<file path="src/verilog/me_cost_pkg.sv">
// Shared pixel and cost widths. PIX_W stays 8 because the square table holds 256 entries
`default_nettype none

package me_cost_pkg;

    // ------------------------------
    // Pixel and result widths
    // ------------------------------
    localparam int PIX_W = 8;

    typedef logic [PIX_W-1:0] pix_t;

    // Square of a pixel difference
    typedef logic [15:0] sq_t;

    // Per-candidate sums
    typedef logic [31:0] sse_t;
    typedef logic [23:0] sad_t;

    // SSE plus weighted SAD
    typedef logic [39:0] cost_t;

    // Index of a candidate within a group, up to 256
    typedef logic [7:0] cand_idx_t;

    // ------------------------------
    // Helpers
    // ------------------------------
    // Absolute difference of two pixels, always fits a pixel
    function automatic pix_t abs_diff(input pix_t a, input pix_t b);
        pix_t d;
        if (a > b) begin
            d = a - b;
        end else begin
            d = b - a;
        end
        return d;
    endfunction

endpackage

`default_nettype wire

</file>
<file path="src/verilog/block_cost_top.sv">
// Result follows the last row of a group by 4 cycles; input stalls until that result is taken
`timescale 1ns/1ps
`default_nettype none

module block_cost_top #(
    parameter int BLOCK_SIZE   = 8,
    parameter int LAMBDA_SHIFT = 2
) (
    input  logic                                    clk,
    input  logic                                    rst_n,
    input  logic                                    in_valid,
    output logic                                    in_ready,
    input  logic [BLOCK_SIZE*me_cost_pkg::PIX_W-1:0] cur_row,
    input  logic [BLOCK_SIZE*me_cost_pkg::PIX_W-1:0] ref_row,
    input  logic                                    row_last,
    input  logic                                    group_last,
    output logic                                    res_valid,
    input  logic                                    res_ready,
    output me_cost_pkg::cand_idx_t                  best_index,
    output me_cost_pkg::cost_t                      best_cost,
    output me_cost_pkg::sse_t                       best_sse,
    output me_cost_pkg::sad_t                       best_sad
);
    import me_cost_pkg::*;

    logic sse_done;
    logic sad_done;
    sse_t sse_value;
    sad_t sad_value;

    // ------------------------------
    // Accumulators side by side
    // ------------------------------
    sse_accum #(
        .BLOCK_SIZE (BLOCK_SIZE)
    ) u_sse (
        .clk       (clk),
        .rst_n     (rst_n),
        .in_valid  (in_valid),
        .in_ready  (in_ready),
        .cur_row   (cur_row),
        .ref_row   (ref_row),
        .row_last  (row_last),
        .sse_done  (sse_done),
        .sse_value (sse_value)
    );

    sad_accum #(
        .BLOCK_SIZE (BLOCK_SIZE)
    ) u_sad (
        .clk       (clk),
        .rst_n     (rst_n),
        .in_valid  (in_valid),
        .in_ready  (in_ready),
        .cur_row   (cur_row),
        .ref_row   (ref_row),
        .row_last  (row_last),
        .sad_done  (sad_done),
        .sad_value (sad_value)
    );

    // Cost, group best and flow control
    cost_combine #(
        .LAMBDA_SHIFT (LAMBDA_SHIFT)
    ) u_combine (
        .clk        (clk),
        .rst_n      (rst_n),
        .in_valid   (in_valid),
        .group_last (group_last),
        .in_ready   (in_ready),
        .sad_done   (sad_done),
        .sad_value  (sad_value),
        .sse_done   (sse_done),
        .sse_value  (sse_value),
        .res_valid  (res_valid),
        .res_ready  (res_ready),
        .best_index (best_index),
        .best_cost  (best_cost),
        .best_sse   (best_sse),
        .best_sad   (best_sad)
    );

endmodule

`default_nettype wire

</file>
<file path="src/verilog/cost_combine.sv">
// Expects sad_done exactly one cycle before sse_done of the same candidate; one group end in flight
`timescale 1ns/1ps
`default_nettype none

module cost_combine #(
    parameter int LAMBDA_SHIFT = 2
) (
    input  logic                   clk,
    input  logic                   rst_n,
    input  logic                   in_valid,
    input  logic                   group_last,
    output logic                   in_ready,
    input  logic                   sad_done,
    input  me_cost_pkg::sad_t      sad_value,
    input  logic                   sse_done,
    input  me_cost_pkg::sse_t      sse_value,
    output logic                   res_valid,
    input  logic                   res_ready,
    output me_cost_pkg::cand_idx_t best_index,
    output me_cost_pkg::cost_t     best_cost,
    output me_cost_pkg::sse_t      best_sse,
    output me_cost_pkg::sad_t      best_sad
);
    import me_cost_pkg::*;

    logic      stall_q;
    logic      have_best_q;
    logic [3:0] gl_pipe_q;
    sad_t      sad_hold_q;
    cand_idx_t cand_cnt_q;
    cost_t     cand_cost;
    logic      take_cand;
    logic      group_accept;
    logic      res_accept;

    assign in_ready     = ~stall_q;
    assign group_accept = in_valid & in_ready & group_last;
    assign res_accept   = res_valid & res_ready;

    // Strictly lower cost wins, so ties keep the earlier index
    assign cand_cost = cost_t'(sse_value) + (cost_t'(sad_hold_q) << LAMBDA_SHIFT);
    assign take_cand = sse_done & (~have_best_q | (cand_cost < best_cost));

    // SAD arrives a cycle ahead of SSE
    always_ff @(posedge clk) begin
        if (sad_done) begin
            sad_hold_q <= sad_value;
        end
    end

    // ------------------------------
    // Group control and handshake
    // ------------------------------
    always_ff @(posedge clk or negedge rst_n) begin
        if (!rst_n) begin
            stall_q     <= 1'b0;
            gl_pipe_q   <= '0;
            res_valid   <= 1'b0;
            cand_cnt_q  <= '0;
            have_best_q <= 1'b0;
        end else begin
            // Group end comes out of the 4 stages just after its last best update
            gl_pipe_q <= {gl_pipe_q[2:0], group_accept};
            if (group_accept) begin
                stall_q <= 1'b1;
            end else if (res_accept) begin
                stall_q <= 1'b0;
            end
            if (gl_pipe_q[3]) begin
                res_valid <= 1'b1;
            end else if (res_accept) begin
                res_valid <= 1'b0;
            end
            if (res_accept) begin
                cand_cnt_q  <= '0;
                have_best_q <= 1'b0;
            end else if (sse_done) begin
                cand_cnt_q  <= cand_cnt_q + 1'b1;
                have_best_q <= 1'b1;
            end
        end
    end

    // Best candidate so far
    always_ff @(posedge clk) begin
        if (take_cand) begin
            best_index <= cand_cnt_q;
            best_cost  <= cand_cost;
            best_sse   <= sse_value;
            best_sad   <= sad_hold_q;
        end
    end

endmodule

`default_nettype wire

</file>
<file path="src/verilog/sad_accum.sv">
// SAD per candidate; sad_done comes 2 cycles after the accepted last row, total wraps at 24 bits
`timescale 1ns/1ps
`default_nettype none

module sad_accum #(
    parameter int BLOCK_SIZE = 8
) (
    input  logic                                    clk,
    input  logic                                    rst_n,
    input  logic                                    in_valid,
    input  logic                                    in_ready,
    input  logic [BLOCK_SIZE*me_cost_pkg::PIX_W-1:0] cur_row,
    input  logic [BLOCK_SIZE*me_cost_pkg::PIX_W-1:0] ref_row,
    input  logic                                    row_last,
    output logic                                    sad_done,
    output me_cost_pkg::sad_t                       sad_value
);
    import me_cost_pkg::*;

    logic accept;
    pix_t diff_q [BLOCK_SIZE];
    logic valid_q, last_q;
    sad_t total_q;
    sad_t row_sum;
    sad_t next_total;

    assign accept = in_valid & in_ready;

    // Stage 1: lane differences
    always_ff @(posedge clk) begin
        if (accept) begin
            for (int i = 0; i < BLOCK_SIZE; i++) begin
                diff_q[i] <= abs_diff(cur_row[i*PIX_W +: PIX_W], ref_row[i*PIX_W +: PIX_W]);
            end
        end
    end

    always_ff @(posedge clk or negedge rst_n) begin
        if (!rst_n) begin
            valid_q <= 1'b0;
            last_q  <= 1'b0;
        end else begin
            valid_q <= accept;
            last_q  <= accept & row_last;
        end
    end

    // Stage 2: add the row into the running total
    always_comb begin
        row_sum = '0;
        for (int i = 0; i < BLOCK_SIZE; i++) begin
            row_sum = row_sum + sad_t'(diff_q[i]);
        end
        next_total = total_q + row_sum;
    end

    always_ff @(posedge clk or negedge rst_n) begin
        if (!rst_n) begin
            total_q  <= '0;
            sad_done <= 1'b0;
        end else begin
            sad_done <= valid_q & last_q;
            if (valid_q) begin
                total_q <= last_q ? '0 : next_total;
            end
        end
    end

    always_ff @(posedge clk) begin
        if (valid_q && last_q) begin
            sad_value <= next_total;
        end
    end

endmodule

`default_nettype wire

</file>
<file path="src/verilog/square_table.sv">
// Read-only square table for 0..255, one cycle latency, output holds while en is low
`timescale 1ns/1ps
`default_nettype none

module square_table (
    input  logic               clk,
    input  logic               en,
    input  me_cost_pkg::pix_t  addr,
    output me_cost_pkg::sq_t   square
);
    import me_cost_pkg::*;

    localparam int DEPTH = 2 ** PIX_W;

    typedef logic [DEPTH-1:0][15:0] sq_table_t;

    // Filled once at elaboration
    function automatic sq_table_t build_squares();
        sq_table_t t;
        for (int i = 0; i < DEPTH; i++) begin
            t[i] = sq_t'(i * i);
        end
        return t;
    endfunction

    localparam sq_table_t SQUARES = build_squares();

    // Synchronous read, like a block ROM
    always_ff @(posedge clk) begin
        if (en) begin
            square <= SQUARES[addr];
        end
    end

endmodule

`default_nettype wire

</file>
<file path="src/verilog/sse_accum.sv">
// SSE per candidate; sse_done comes 3 cycles after the accepted last row, total wraps at 32 bits
`timescale 1ns/1ps
`default_nettype none

module sse_accum #(
    parameter int BLOCK_SIZE = 8
) (
    input  logic                                    clk,
    input  logic                                    rst_n,
    input  logic                                    in_valid,
    input  logic                                    in_ready,
    input  logic [BLOCK_SIZE*me_cost_pkg::PIX_W-1:0] cur_row,
    input  logic [BLOCK_SIZE*me_cost_pkg::PIX_W-1:0] ref_row,
    input  logic                                    row_last,
    output logic                                    sse_done,
    output me_cost_pkg::sse_t                       sse_value
);
    import me_cost_pkg::*;

    logic accept;
    pix_t diff_q [BLOCK_SIZE];
    sq_t  sq     [BLOCK_SIZE];
    logic valid1_q, last1_q;
    logic valid2_q, last2_q;
    sse_t total_q;
    sse_t row_sum;
    sse_t next_total;

    assign accept = in_valid & in_ready;

    // ------------------------------
    // Stage 1: lane differences
    // ------------------------------
    always_ff @(posedge clk) begin
        if (accept) begin
            for (int i = 0; i < BLOCK_SIZE; i++) begin
                diff_q[i] <= abs_diff(cur_row[i*PIX_W +: PIX_W], ref_row[i*PIX_W +: PIX_W]);
            end
        end
    end

    // Stage 2: one square lookup per lane
    for (genvar g = 0; g < BLOCK_SIZE; g++) begin : g_lane
        square_table u_square (
            .clk    (clk),
            .en     (valid1_q),
            .addr   (diff_q[g]),
            .square (sq[g])
        );
    end

    // Row flags follow the data through both stages
    always_ff @(posedge clk or negedge rst_n) begin
        if (!rst_n) begin
            valid1_q <= 1'b0;
            last1_q  <= 1'b0;
            valid2_q <= 1'b0;
            last2_q  <= 1'b0;
        end else begin
            valid1_q <= accept;
            last1_q  <= accept & row_last;
            valid2_q <= valid1_q;
            last2_q  <= last1_q;
        end
    end

    // ------------------------------
    // Stage 3: running total
    // ------------------------------
    always_comb begin
        row_sum = '0;
        for (int i = 0; i < BLOCK_SIZE; i++) begin
            row_sum = row_sum + sse_t'(sq[i]);
        end
        next_total = total_q + row_sum;
    end

    always_ff @(posedge clk or negedge rst_n) begin
        if (!rst_n) begin
            total_q  <= '0;
            sse_done <= 1'b0;
        end else begin
            sse_done <= valid2_q & last2_q;
            if (valid2_q) begin
                // Restart for the next candidate
                total_q <= last2_q ? '0 : next_total;
            end
        end
    end

    always_ff @(posedge clk) begin
        if (valid2_q && last2_q) begin
            sse_value <= next_total;
        end
    end

endmodule

`default_nettype wire
</file>
<file path="config.mk">
export PLATFORM = sky130hd
export DESIGN_NAME = block_cost_top
export DESIGN_NICKNAME = d
export VERILOG_FILES = /design/src/verilog/me_cost_pkg.sv /design/src/verilog/block_cost_top.sv /design/src/verilog/cost_combine.sv /design/src/verilog/sad_accum.sv /design/src/verilog/square_table.sv /design/src/verilog/sse_accum.sv
export SDC_FILE = /design/constraint.sdc
export NUM_CORES = 2
export LEC_CHECK = 0
export ABC_AREA = 1
export BUFFER_PORTS_ARGS = -buffer_cell sky130_fd_sc_hd__buf_2
export CAP_MARGIN = 20
export CORE_UTILIZATION = 36
export CTS_CLUSTER_SIZE = 12
export DETAILED_ROUTE_END_ITERATION = 8
export GPL_TIMING_DRIVEN = 0
export SYNTH_ARGS = -nofsm -noshare
export SYNTH_HDL_FRONTEND = slang
export SYNTH_SLANG_ARGS = --single-unit
</file>
<file path="constraint.sdc">
create_clock -name clk -period 16.55 [get_ports clk]
set_clock_uncertainty 0.05 [all_clocks]
set_input_delay 2.4825 -clock clk [delete_from_list [all_inputs] [get_ports clk]]
set_output_delay 2.4825 -clock clk [all_outputs]
set_load 0.03 [all_outputs]
</file>
## Yosys cells after proc, flatten, opt, wreduce, memory -nomap -nowiden

Memories as Yosys holds them, arrays and structs flattened. A register that Yosys moved wholly into a read port is not among the register bits.
Cells that the tools add are included.
W data, S select, Z words.

| cells by class | value |
|---|---|
| magnitude comparators | 9 |
| multiplexer cells | 27 |
| reductions and logical operators | 5 |
| bitwise logic cells | 10 |
| add/sub/neg operators | 34 |

Operator list:

| kind | number |
|---|---|
| $add A32 B16 Y32 | 6 |
| $add A24 B8 Y24 | 6 |
| $mux W8 | 18 |
| $sub A8 B8 Y8 | 16 |
| $gt A8 B8 Y1 | 8 |
| $lt A40 B40 Y1 | 1 |
| $add A32 B26 Y33 | 1 |
| $add A32 B32 Y32 | 1 |
| $mux W32 | 1 |
| $add A24 B24 Y24 | 1 |
| $mux W24 | 1 |
| $add A16 B16 Y17 | 1 |
| $add A8 B8 Y9 | 1 |
| $add A8 B1 Y8 const B | 1 |
| $and A1 B1 Y1 | 7 |
| $mux W1 | 7 |
| $reduce_bool A2 Y1 | 3 |
| $logic_and A1 B1 Y1 | 2 |
| $not A1 Y1 | 2 |
| $or A1 B1 Y1 | 1 |

| storage, ports and cells | value |
|---|---|
| memories | 10 |
| output and inout bits | 106 |
| memory bits (read-only) | 32768 |
| register bits | 261 |
| RAM bits | 128 |
| logic and storage cells | 115 |

Memories:

| memory | depth | width | rd ports | clocked after memory_dff | write ports | line | RTL |
|---|---|---|---|---|---|---|---|
| (name not given) | 256 | 16 | 1 | 1 | 0 | square_table.sv:31 | `square <= SQUARES[addr];` |
| (name not given) | 256 | 16 | 1 | 1 | 0 | square_table.sv:31 |  |
| (name not given) | 256 | 16 | 1 | 1 | 0 | square_table.sv:31 |  |
| (name not given) | 256 | 16 | 1 | 1 | 0 | square_table.sv:31 |  |
| (name not given) | 256 | 16 | 1 | 1 | 0 | square_table.sv:31 |  |
| (name not given) | 256 | 16 | 1 | 1 | 0 | square_table.sv:31 |  |
| +4 memories | n/a | n/a | n/a | n/a | n/a | n/a |  |

## Longest topological paths before layout

An unclocked memory read counts as a cell.

| logic depth | value |
|---|---|
| word-level depth | 10 |
| mapped depth | 28 |

## Cells and area by module

From an unflattened synthesis, not the netlist that was laid out.

| second synthesis, totals | value |
|---|---|
| cells, all modules | 6848 |
| area total of the unflattened synthesis | 50835.0 um2 |

Modules (own cells, without submodules):

| module | area an instance (um2) | cells each | times used |
|---|---|---|---|
| sse_accum | 14808.0 | 1810 | 1 |
| sad_accum | 12464.5 | 1547 | 1 |
| square_table at u_sse.g_lane[1].u_square ... | 2140.8 | 356 | 4 |
| cost_combine | 6865.3 | 672 | 1 |
| square_table at u_sse.g_lane[6].u_square ... | 2038.2 | 347 | 2 |
| square_table at u_sse.g_lane[5].u_square | 2033.2 | 351 | 1 |
| square_table at u_sse.g_lane[0].u_square | 2024.4 | 350 | 1 |

## Worst setup path after synthesis

No wires, ideal clock.

| timing | value |
|---|---|
| path type | reg2reg |
| start | register u_sse.sse_value[2] |
| end | register u_combine.best_cost[10], enable pin |
| stages on the path, launching flop included | 21 |
| library setup time | 0.581 ns |
| arrival | 6.995 ns |
| data required time | 15.919 ns |
| slack | 8.924 ns |
| path through | edfxtp_1 ha_1 fa_1 nand3_1 nand2_1 nand3_1 nand2_1 nand2_1 nand2_1 a21oi_1 inv_1 nand2_1 nand2_1 ha_1 nand4_1 nor2_1 nand3_1 nor2_1 nand2_1 nand3_1 a21oi_1 |

| between the ends | value |
|---|---|
| word-level cells in the longest chain between the ends | 4 |

Ends and longest elaborated chain:

| element | line | RTL |
|---|---|---|
| start: declaration | sse_accum.sv:16 | `output me_cost_pkg::sse_t sse_value` |
| start signal: assignment | sse_accum.sv:93 | `sse_value <= next_total;` |
| $add A32 B26 Y33 | cost_combine.sv:41 | `assign cand_cost = cost_t'(sse_value) + (cost_t'(sad_hold_q) << LAMBDA_SHIFT);` |
| named net u_combine.cand_cost[20] | cost_combine.sv:31 | `cost_t cand_cost;` |
| $lt A40 B40 Y1 | cost_combine.sv:42 | `assign take_cand = sse_done & (~have_best_q \| (cand_cost < best_cost));` |
| $or A1 B1 Y1 | cost_combine.sv:42 |  |
| $and A1 B1 Y1 | cost_combine.sv:42 |  |
| named net u_combine.take_cand | cost_combine.sv:32 | `logic take_cand;` |
| end signal: assignment | cost_combine.sv:88 | `best_cost <= cand_cost;` |
| end: declaration | cost_combine.sv:20 | `output me_cost_pkg::cost_t best_cost,` |

The timed path passes the listed nets, and every way through them passes these cells.
A chain may end at the register's enable or synchronous reset.

==> results.md <==
- Status: complete, no violations
- Syn Area/Cell: 7.42 µm²
- Syn. warnings: 0
- Vias in the first global route: between 30,000 and 40,000
- Synth cell types: 63
- Leading area contributor after synthesis: edfxtp_1
- Final HPWL DP: around 110,000 µm
- Rel. slew slack: roughly 48%
- Post_cts resized: 0
- Core ar.: about 110,000 µm²
- Critical-path cell list: ha_1 -> fa_1 -> nand3_1 -> nand3_1 -> nand2_1 -> nand2_1 -> a21oi_1 -> xor2_1 -> inv_1 -> fa_1 -> inv_1 -> fa_1 -> fa_1 -> inv_1 -> fa_1 -> ha_1 -> nand2_1 -> nor2_1 -> nand2_1 -> nand2_1 -> a21oi_1 -> inv_1 -> nand3_1 -> and2_1
- CP Launch Type: register
- Initial antenna violation count: 2
- CTS H-tree lvls: 2
- Die X-Extent: between 300 and 400 µm
- Endpoint class of the critical path: register
- Initial DRC count: 3,418
- Max Fanout on Critical Path: 10
- All-layer global routing usage: around a quarter
- Starting Density: 36.5%
- R2R setup slack: 10,330 ps
- FMAX: 161 MHz
- Post-Synth Adder-Cell Area: 17.6%
- Postcts setup bufs: 0
- Gpl congestion: 0.977
- Worst-path clk slew: 60 ps
- Critical R2R Launch: u_sad.diff_q[0][0]
- Synth top area cells: edfxtp_1 (26%), nand2_1 (13%), ha_1 (10%)
- DRC Markers: 0
- Endpoints failing setup: 0
- Clock Latency Late Sink: 670 ps
- Synth Area in Compound Gates: a little over an eighth
- Pin count of the biggest net entering global routing: 54
- First-pass DRT Iterations: 6
- Share of cells above drive strength 1: under 10%
- Synth Area in Simple Gates: 24.7%
- Max-cap violations: 0
- Max Slew Vio Count: 0
- Largest family of logic cells by synthesized area: simple AND/OR/NAND/NOR gates
- Vias per cell: around 5.3
- Clk sinks: 436
- Total grt overflow: 0
- Sequential area share after synthesis: a little under a third
- CP required: 16,910 ps
- #FFs+latches synth: 436
- Die height: about 340 µm
- FF-to-FF End: u_sad.sad_value[21]
- Reg2Reg Depth: 24
- Die area: between 100,000 and 150,000 µm²
- # nets final: between 6,000 and 7,000
- DR vias: 39,900
- Final period utilization: between 30% and 40%
- TritonCTS clock tree: yes
- Syn Inst Count: 5,639
- Yosys top cell area share: about a quarter
- # diodes: 0
- RSZ-0062 raised after global routing: false
- Hold Path Class: register to register
- Final hold vios: 0
- Port Buf Inserts: approximately 230
- Xor/xnor cell area share of the yosys netlist: 3.03%
- Max incr delay on CP: between 600 and 700 ps
- P&R area growth vs syn: 12.5%
- Worst Path Arrival: about 6600 ps
- Setup CP Type: register to register
- Slew @ Worst Pin: 774 ps
- Final ANT Viol Nets: 0
- Post-synth EDFFs: between 300 and 400
- FP Rows: around 120
- Post-route setup TNS: 0 ps
- Mapped Area: ~42,000 µm²
- Worst setup path start: u_sad.diff_q[0][0]
- First-pass GRT wire length: 219,000 µm
- Detailed Route WL: approximately 140,000 µm
- Mux cell area share after synthesis: less than 1%
- Wire per inst: 19.0 µm
- CTS Buffer Depth: 3
- Crit path time final: 6220 ps
- Share of flip-flops with an asynchronous set or reset: roughly 18%
- I/O Pins: 240
- Primary FF master, synth: edfxtp_1
- Cts bufs inserted: 53
- CP max-delay cell: edfxtp_1
- Critical path destination: u_sad.sad_value[21]
- Hold-fix buffers, CTS: 0
- Root cell of the clock tree: clkbuf_16
==> metrics by stage <==
step | area [µm²] | cells | util, % | worst slack, ps | hold slack [ps]
final | 47100 | 7500 | 41.0 | 10330 | 298
after global routing | 47100 | 7500 | 41.0 | 10020 | 315
after CTS | 47000 | 7498 | 41.0 | 10290 | 300
after detailed placement | 45200 | 7399 | 39.4 | 10320 | 286
after global placement | 44900 | 7389 | 39.1 | 6170 | 282
after floorplan | 41900 | 5645 | - | 8920 | 281
==> placed cells by master, fill, tap and decap left out, types with 32 or more instances in the layout <==
cell type,synthesis,routed
o21ai_0,335,335
buf_4,50,51
buf_2,91,322
o22ai_1,39,39
dfrtp_1,77,76
inv_2,32,32
edfxtp_1,359,359
inv_1,826,826
xnor2_1,32,32
clkbuf_1,48,54
nor2_1,368,367
a21oi_1,389,388
nand4_1,58,58
clkbuf_16,0,53
o211ai_1,67,67
fa_1,155,155
xor2_1,109,109
ha_1,342,342
nand3_1,418,418
nand2_1,1480,1480
nor3_1,45,45
==> state kept, by name, summed over array words and instances (netlist names), 31 cells and up <==
signal and flops:
u_sse.g_lane.u_square.square 120, u_combine.best_cost 31, u_sse.total_q 32, u_sad.diff_q 60, u_combine.best_sse 32, u_sse.sse_value 32
==> synth_stat cells, types with 10 or more instances <==
cell and number:
a21o_1 23, buf_2 91, dfrtp_1 77, edfxtp_1 359
clkbuf_1 48, nand3b_1 13, o211ai_1 67, nor2_1 368
fa_1 155, nand2_2 20, buf_6 13, a21oi_1 389
o21bai_1 12, inv_2 32, o22ai_1 39, and2_1 27
nor3_1 45, inv_1 826, nand2_1 1480, nor2_2 10
o21ai_0 335, o21a_1 12, nand4_1 58, buf_4 50
a31oi_1 18, xor2_1 109, nand3_1 418, ha_1 342
o221ai_1 26, or2_2 11, xnor2_1 32, o21ai_1 29
==> routing by layer <==
layer	up-vias	share of wire, %	global-route usage, %
met1	18600	43	31.4
li1	19100	-	-
met2	1844	46	39.1
met4	4	3.7	8.95
met3	333	7.5	3.20
met5	-	0.019	0
==> critical path, delay by kind of cell (launching register included) <==
kind / cells / cell delay, ps
buffers and inverters: 4 / 360
AOI/OAI and AO/OA: 2 / 300
xor gates and xnor gates: 1 / 430
and+or+nand+nor: 10 / 1150
DFF: 1 / 660
adders and majority gates: 7 / 3020
==> layout make-up <==
cell class	count	area, µm²
Clock buffer	64	1420
Multi-Input combinational cell	4133	24700
Clock inverter	35	413
Fill cell	11800	67700
Inverter	863	3240
Sequential cell	436	12700
Tap cell	1512	1890
Buffer	213	1210
Timing Repair Buffer	244	1450
==> worst min path at each step <==
stage,from,depth (start not counted),endpoint
2_1_floorplan,u_combine.gl_pipe_q[0],0,u_combine.gl_pipe_q[1]
3_3_place_gp,u_combine.gl_pipe_q[1],0,u_combine.gl_pipe_q[2]
3_5_place_dp,u_combine.gl_pipe_q[2],0,u_combine.gl_pipe_q[3]
4_1_cts,u_combine.gl_pipe_q[2],0,u_combine.gl_pipe_q[3]
5_1_grt,u_combine.gl_pipe_q[0],0,u_combine.gl_pipe_q[1]
6_report,u_combine.gl_pipe_q[2],0,u_combine.gl_pipe_q[3]
==> cells by family (layout without fill, tap and decap cells) <==
kind of cell,Yosys count,after routing
xor+xnor,143,143
fa+ha+maj,497,497
simple gates,2474,2474
flops,436,436
compound gates,1009,1009
other cells,1,7
mux,3,3
buf+inv,1076,1419
Power is not shown: default switching activity piles up to over one toggle a cycle in this logic, so the estimate is an artifact.
